==> src/verilog/irq_pkg.sv <==
// Interrupt and sleep definitions

package irq_pkg;

  // ----------------------------------------------------------
  // Interrupt line constants
  // ----------------------------------------------------------

  // Number of external interrupt lines
  localparam int unsigned NUM_IRQ = 32;

  // Implemented lines 31..16, 11, 7 and 3; all others are reserved
  localparam logic [NUM_IRQ-1:0] VALID_IRQ_MASK = 32'hffff_0888;

  // ----------------------------------------------------------
  // Sleep constants
  // ----------------------------------------------------------

  // Cycles a WFI must already sit in writeback before sleep
  localparam int unsigned WFI_SLEEP_DELAY = 2;

  // ----------------------------------------------------------
  // Types
  // ----------------------------------------------------------

  // One bit per interrupt line
  typedef logic [NUM_IRQ-1:0] irq_vec_t;

  // Interrupt number
  typedef logic [4:0] irq_id_t;

  // Privilege level, encoded as in the mstatus MPP field
  typedef enum logic [1:0] {
    PRIV_LVL_U = 2'b00,
    PRIV_LVL_M = 2'b11
  } priv_lvl_e;

  // Sampled interrupt state shared by arbiter and sleep control
  typedef struct packed {
    // Machine interrupt pending, reserved lines cleared
    irq_vec_t mip;
    // Pending and locally enabled
    irq_vec_t pending;
  } irq_status_t;

  // Interrupt selected for the core
  typedef struct packed {
    logic    valid;
    irq_id_t id;
  } irq_grant_t;

endpackage

==> src/verilog/irq_sampler.sv <==
// Interrupt line sampler

`timescale 1ns/1ps

module irq_sampler
  import irq_pkg::*;
(
  input  logic        clk_i,
  input  logic        rst_ni,
  input  irq_vec_t    irq_i,
  input  irq_vec_t    mie_i,
  output irq_status_t status_o
);

  // ----------------------------------------------------------
  // Pending register
  // ----------------------------------------------------------

  irq_vec_t mip_d;
  irq_vec_t mip_q;

  // Reserved lines never reach the pending register
  assign mip_d = irq_i & VALID_IRQ_MASK;

  always_ff @(posedge clk_i or negedge rst_ni) begin
    if (!rst_ni) begin
      mip_q <= '0;
    end else begin
      mip_q <= mip_d;
    end
  end

  // ----------------------------------------------------------
  // Status output
  // ----------------------------------------------------------

  // mie follows without a register stage
  always_comb begin
    status_o.mip     = mip_q;
    status_o.pending = mip_q & mie_i;
  end

endmodule

==> src/verilog/irq_arbiter.sv <==
// Fixed priority interrupt arbiter

`timescale 1ns/1ps

module irq_arbiter
  import irq_pkg::*;
(
  input  logic        clk_i,
  input  logic        rst_ni,
  input  irq_status_t status_i,
  input  logic        mstatus_mie_i,
  input  priv_lvl_e   priv_lvl_i,
  output irq_grant_t  grant_o
);

  // ----------------------------------------------------------
  // Priority selection
  // ----------------------------------------------------------

  irq_vec_t pend;
  logic     sel_valid;
  irq_id_t  sel_id;

  assign pend = status_i.pending;

  // Order from highest: 31 down to 16, then 11, then 3, then 7.
  // Lines are visited from the lowest priority upward so that
  // the last hit is the winner
  always_comb begin
    sel_valid = 1'b0;
    sel_id    = '0;

    // Lowest of the standard lines
    if (pend[7]) begin
      sel_valid = 1'b1;
      sel_id    = irq_id_t'(7);
    end

    // Software interrupt beats timer
    if (pend[3]) begin
      sel_valid = 1'b1;
      sel_id    = irq_id_t'(3);
    end

    // External interrupt
    if (pend[11]) begin
      sel_valid = 1'b1;
      sel_id    = irq_id_t'(11);
    end

    // Platform lines, higher number wins
    for (int i = 16; i < NUM_IRQ; i++) begin
      if (pend[i]) begin
        sel_valid = 1'b1;
        sel_id    = irq_id_t'(i);
      end
    end
  end

  // ----------------------------------------------------------
  // Global enable
  // ----------------------------------------------------------

  logic glb_en;

  // In user mode any pending enabled line may trap to machine mode
  always_comb begin
    case (priv_lvl_i)
      PRIV_LVL_M: glb_en = mstatus_mie_i;
      PRIV_LVL_U: glb_en = |pend;
      default:    glb_en = 1'b0;
    endcase
  end

  // ----------------------------------------------------------
  // Grant register
  // ----------------------------------------------------------

  irq_grant_t grant_d;
  irq_grant_t grant_q;

  always_comb begin
    grant_d.valid = sel_valid & glb_en;
    grant_d.id    = sel_id;
  end

  always_ff @(posedge clk_i or negedge rst_ni) begin
    if (!rst_ni) begin
      grant_q <= '0;
    end else begin
      grant_q <= grant_d;
    end
  end

  assign grant_o = grant_q;

endmodule

==> src/verilog/wfi_sleep_ctrl.sv <==
// WFI sleep controller

`timescale 1ns/1ps

module wfi_sleep_ctrl
  import irq_pkg::*;
(
  input  logic        clk_i,
  input  logic        rst_ni,
  input  irq_status_t status_i,
  input  logic        wfi_i,
  input  logic        pipe_idle_i,
  input  logic        debug_req_i,
  output logic        core_sleep_o
);

  // ----------------------------------------------------------
  // WFI residency history
  // ----------------------------------------------------------

  // Bit k set means WFI was in writeback k+1 cycles ago
  logic [WFI_SLEEP_DELAY-1:0] wfi_hist_d;
  logic [WFI_SLEEP_DELAY-1:0] wfi_hist_q;
  logic                       wfi_resident;

  always_comb begin
    wfi_hist_d    = wfi_hist_q << 1;
    wfi_hist_d[0] = wfi_i;
  end

  always_ff @(posedge clk_i or negedge rst_ni) begin
    if (!rst_ni) begin
      wfi_hist_q <= '0;
    end else begin
      wfi_hist_q <= wfi_hist_d;
    end
  end

  // WFI has sat in writeback for the full delay already
  assign wfi_resident = &wfi_hist_q;

  // ----------------------------------------------------------
  // Wake and sleep conditions
  // ----------------------------------------------------------

  logic wake;
  logic sleep_d;
  logic sleep_q;

  // Masked interrupts still wake the core, so mstatus is ignored
  assign wake = (|status_i.pending) | debug_req_i;

  // Sleep only while WFI stays put and nothing is in flight
  always_comb begin
    sleep_d = 1'b0;
    if (wfi_resident && wfi_i && pipe_idle_i && !wake) begin
      sleep_d = 1'b1;
    end
  end

  // ----------------------------------------------------------
  // Sleep register
  // ----------------------------------------------------------

  always_ff @(posedge clk_i or negedge rst_ni) begin
    if (!rst_ni) begin
      sleep_q <= 1'b0;
    end else begin
      sleep_q <= sleep_d;
    end
  end

  assign core_sleep_o = sleep_q;

endmodule

==> src/verilog/irq_sleep_top.sv <==
// Interrupt front end and sleep top

`timescale 1ns/1ps

module irq_sleep_top
  import irq_pkg::*;
(
  input  logic       clk_i,
  input  logic       rst_ni,

  // Interrupt lines and CSR state
  input  irq_vec_t   irq_i,
  input  irq_vec_t   mie_i,
  input  logic       mstatus_mie_i,
  input  priv_lvl_e  priv_lvl_i,

  // Writeback and pipeline state
  input  logic       wfi_i,
  input  logic       pipe_idle_i,
  input  logic       debug_req_i,

  // Results
  output irq_vec_t   mip_o,
  output irq_grant_t grant_o,
  output logic       core_sleep_o
);

  // ----------------------------------------------------------
  // Interrupt status
  // ----------------------------------------------------------

  irq_status_t status;

  irq_sampler irq_sampler_inst (
    .clk_i    (clk_i),
    .rst_ni   (rst_ni),
    .irq_i    (irq_i),
    .mie_i    (mie_i),
    .status_o (status)
  );

  assign mip_o = status.mip;

  // ----------------------------------------------------------
  // Arbitration
  // ----------------------------------------------------------

  irq_arbiter irq_arbiter_inst (
    .clk_i         (clk_i),
    .rst_ni        (rst_ni),
    .status_i      (status),
    .mstatus_mie_i (mstatus_mie_i),
    .priv_lvl_i    (priv_lvl_i),
    .grant_o       (grant_o)
  );

  // ----------------------------------------------------------
  // Sleep control
  // ----------------------------------------------------------

  wfi_sleep_ctrl wfi_sleep_ctrl_inst (
    .clk_i        (clk_i),
    .rst_ni       (rst_ni),
    .status_i     (status),
    .wfi_i        (wfi_i),
    .pipe_idle_i  (pipe_idle_i),
    .debug_req_i  (debug_req_i),
    .core_sleep_o (core_sleep_o)
  );

endmodule

==> config.mk <==
export PLATFORM = sky130hd
export DESIGN_NAME = irq_sleep_top
export DESIGN_NICKNAME = d
export VERILOG_FILES = /design/src/verilog/irq_pkg.sv /design/src/verilog/irq_sampler.sv /design/src/verilog/irq_arbiter.sv /design/src/verilog/wfi_sleep_ctrl.sv /design/src/verilog/irq_sleep_top.sv
export SDC_FILE = /design/constraint.sdc
export NUM_CORES = 1
export LEC_CHECK = 0
export ABC_AREA = 0
export BUFFER_PORTS_ARGS = -buffer_cell sky130_fd_sc_hd__buf_2
export CAP_MARGIN = 10
export CORE_UTILIZATION = 39
export CTS_CLUSTER_SIZE = 24
export DETAILED_ROUTE_END_ITERATION = 6
export GPL_ROUTABILITY_DRIVEN = 0
export GPL_TIMING_DRIVEN = 1
export PLACE_DENSITY = 0.85
export SLEW_MARGIN = 40
export SYNTH_ARGS = -nofsm -noshare
export SYNTH_HDL_FRONTEND = slang
export SYNTH_SLANG_ARGS = --single-unit
==> constraint.sdc <==
create_clock -name clk_i -period 3.3 [get_ports clk_i]
set_input_delay 0.495 -clock clk_i [delete_from_list [all_inputs] [get_ports clk_i]]
set_output_delay 0.495 -clock clk_i [all_outputs]
set_load 0.03 [all_outputs]
After elaboration in Yosys (flattened, before gate mapping). Index checks and enable logic that the tools add are counted.

Equal/unequal tests: 1. Muxes and demuxes: 40. Bitwise gates (word level): 3. Reductions and logical operators: 7.

Operators with widths (count): 2-to-1 mux 5 bit (16); bitwise AND 32 bit (1); OR reduction 32 bit (1); 2-to-1 mux 1 bit (20); 2-to-1 mux 3 bit (2); 2-to-1 mux 4 bit (1); logical AND 1 bit (3); == test 2 bit (second input constant) (1); logical NOT 2 bit (1); one-hot mux 1 bit (2 select lines) (1); AND reduction 2 bit (1); bitwise AND 1 bit (1); logical NOT 1 bit (1); OR 1 bit (1).

Register bits after elaboration: 28. Input bits: 72. Output and inout port bits: 39. Word-level logic and storage cells: 56.

Longest topological paths before layout.
Depth in word-level cells: 21. Gate-level depth with buffers: 4.

Cells and area by module. From an unflattened synthesis, not the netlist that was laid out.

Cell total of the unflattened synthesis: 130. Area, all modules: 1385.1 µm².

By module, submodules not included: irq_sampler (times used 1, cells an instance 65, area an instance 793.3 µm²); irq_arbiter (times used 1, cells an instance 48, area an instance 406.6 µm²); wfi_sleep_ctrl (times used 1, cells an instance 17, area an instance 185.2 µm²).

Worst setup path before layout. Ideal clock, no wire load.

Path type: reg-to-reg. From: register irq_sampler_inst.mip_q[11]. To: register irq_arbiter_inst.grant_q, in the netlist irq_arbiter_inst.grant_o[0]. Library setup time: 0.126 ns. Arrival time: 1.447 ns. Data required time: 3.174 ns. Setup slack: 1.727 ns. Cell stages (with the launch flop): 5. Path buffers: 0. Clock period less this slack: 1.573 ns. Path through: dfrtp_1 > a222oi_1 > o21ai_1 > a221oi_2 > o21ai_1.

RTL lines: start, declared (RTL line irq_sampler.sv:20) `irq_vec_t mip_q;`; start signal, assigned (RTL line irq_sampler.sv:29) `mip_q <= mip_d;`; end signal, assigned (RTL line irq_arbiter.sv:91) `grant_q <= grant_d;`; end, declared (RTL line irq_arbiter.sv:80) `irq_grant_t grant_q;`.

==> reports/qor.yml <==
reg2reg_depth: 4
cellPowerDensity_mw_per_mm2: 443.9
antennaDiodeCount: 0
fp.dieArea_mm2: 0.003259
cpMostUsedCell: "o21ai_1"
end_kind: "flop"
fmax_ghz: 0.5697
grt_usage_pct: 16.56
critPathMaxStageDelay_ns: 0.68
portBuffers: 71
violations: "DRC"
yosysWarnings: 0
dr.first_iter.drc_count: 38
area_growth_pct: 31.92
drcViolationCount: 11
leakage_nw: 0.7988
critPathRequiredTime_ns: 3.51
cts_tree: "done"
core-area_mm2: 0.002805
synthFlopType: "dfrtp_1"
r2r_start: "irq_sampler_inst.mip_q[11]"
crit_family: "compound AO/OA/AOI/OAI gates"
final.period_utilization_pct: 53.19
worstPathMaxFanout: 4
slew_violations: 0
worstReg2RegEnd: "irq_arbiter_inst.grant_o[0]"
cts_buffers: 3
cts_hold_buf: 0
pre_cts_ws_ns: 1.401
crit_end: "irq_arbiter_inst.grant_o[0]"
final_util_pct: 55.66
grt_pass1_vias: 972
setup_ws_ns: 1.545
rows: 19
initial_utilization_pct: 42.19
synth_cells: 96
clkTransAtPathRegs_ns: 0.14
r2r_slack_ns: 1.54
cts_resized: 0
ant_nets: 0
ys_seq_area_share_pct: 59.20
grt_max_degree: 29
synth_edf_count: 0
drive_above_1_share_pct: 46.47
hp-class: "in -> async"
ys_ff_latch: 28
dieWidth_um: 57.09
overflow: 0
worst_clock_skew_ns: 0.003398
ys_async_sr_fraction_pct: 100.0
irDropWorstVdd_mv: 0.2370
vias: 1029
arrival_ns: 1.97
crit_chain: "a222oi_1, o21ai_1, a221oi_2, o21ai_1"
post_drt_wl_per_cell_um: 12.88
critical_path_depth: 4
avgSynthCellArea_um2: 12.33
chipHeight_um: 57.09
timing.critical_path.buf_inv: 0
clk_latency_ns: 0.32
tightest_slew_ns: 0.7077
maxCapViolations: 0
antenna_found_initial: 0
hold_viol_final: 0
rsz0062_at_grt: "no"
critical_path_class: "reg -> reg"
period_needed_ns: 1.755
syn_area_mm2: 0.001184
viasPerCell: 5.119
grt_pass1_wl_um: 4153
outcome: "finished, violations left"
cts-htree-levels: 1
routed_wl_um: 2589
cts-root-buf: "clkbuf_4"
io_pins: 111
hpwl_um: 2106
cts.sinks: 28
cts_max_path_buffers: 2
crit_slowest_cell: "a222oi_1"
first_pass_iters: 7
slew_headroom_pct: 52.82
post-cts-setup-buffer-count: 0
setup_viol: 0
fin_setup_tns_ns: 0
crit_path_start_kind: "flop"
crit_start: "irq_sampler_inst.mip_q[11]"
layout.nets: 245
ys_types: 31
holdWs_ns: 0.1600
cell usage after synthesis (2+ instances only):
cell      instances  area share [%]
buf_4            13             8.2
a32oi_1           2             1.5
dfrtp_1          28              59
nand2_1          12             3.8
nor2_1            2            0.63
ha_1              2             2.1
nand3_1           3             1.3
a222oi_1          2             1.7
inv_1             2            0.63
o21ai_1           2            0.85
a22o_1            8             5.9
worst min path at each step:
stage | start | to | slack, ns | depth (start not counted)
floorplan | rst_ni | irq_arbiter_inst.grant_o[0] | 0.20 | 0
finish | rst_ni | irq_sampler_inst.mip_q[25] | 0.16 | 1
global placement | wfi_sleep_ctrl_inst.wfi_hist_q[0] | wfi_sleep_ctrl_inst.wfi_hist_q[1] | 0.36 | 0
detailed placement | wfi_sleep_ctrl_inst.wfi_hist_q[0] | wfi_sleep_ctrl_inst.wfi_hist_q[1] | 0.39 | 0
CTS | rst_ni | irq_sampler_inst.mip_q[20] | 0.17 | 1
global route | rst_ni | irq_sampler_inst.mip_q[26] | 0.19 | 1
stage by stage:
stage | instances | area (µm²) | power [mW]
floorplan | 108 | 1229 | 0.4857
global placement | 197 | 1525 | 0.5341
detailed placement | 197 | 1525 | 0.5392
CTS | 201 | 1562 | 0.7045
global route | 201 | 1562 | 0.7292
finish | 201 | 1562 | 0.6932
metal layers:
| layer | wire (µm) | track usage [%] | share of wire, % | up-vias |
|---|---|---|---|---|
| met4 | 17 | 6.969 | 0.66 | 0 |
| met1 | 941 | 19.19 | 36 | 486 |
| met3 | 228 | 3.175 | 8.8 | 2 |
| li1 | - | - | - | 479 |
| met5 | 0 | 0 | 0 | - |
| met2 | 1402 | 29.92 | 54 | 62 |
report_power, final:
group	leakage, nW	internal [mW]	total, mW	switching (mW)
sequential	0.322	0.362	0.374	0.0121
clock	0.0210	0.0674	0.161	0.0940
combinational	0.456	0.0527	0.158	0.105
total	0.799	0.482	0.693	0.211
placed cells by master, fill, tap and decap left out:
cell and n:
buf_2 71, dfrtp_1 28, conb_1 13, nand2_1 12, a22o_1 8, nand3_1 3, clkbuf_4 3, inv_1 2
nor2_1 2, a222oi_1 2, o21ai_1 2, a32oi_1 2, ha_1 2, nor4_2 1, nor4_4 1, a22o_2 1
o41ai_1 1, a211o_1 1, o21bai_1 1, a31oi_1 1, a22oi_1 1, nand2b_1 1, o21ai_0 1, and2_1 1
a221oi_2 1, a221oi_1 1, o211ai_1 1, o21a_1 1, a21oi_1 1, a311oi_1 1, nand4_1 1, nor3_1 1
clkbuf_8 1
registers in the layout, indices dropped and copies added (netlist names):
signal,flops
irq_arbiter_inst.grant_o,6
irq_sampler_inst.mip_q,19
wfi_sleep_ctrl_inst.wfi_hist_q,2
wfi_sleep_ctrl_inst.core_sleep_o,1
final cells by class:
class,count,area [µm²]
Sequential cell,28,700.7
Timing Repair Buffer,71,355.3
Tap cell,31,38.79
Fill cell,261,1244
Multi-Input combinational cell,65,422.9
Clock buffer,4,36.28
Inverter,2,7.507
logic make-up (layout without fill, tap and decap cells):
logic type                 after synthesis  after routing  share of synthesized area, %
adders and majority gates                2              2                         2.114
buffers and inverters                   15             77                         8.879
AOI/OAI and AO/OA                       27             27                         18.92
other                                    1             13                        0.3168
DFF                                     28             28                         59.20
and+or+nand+nor                         23             23                         10.57
(Power assumes the default switching activity.)
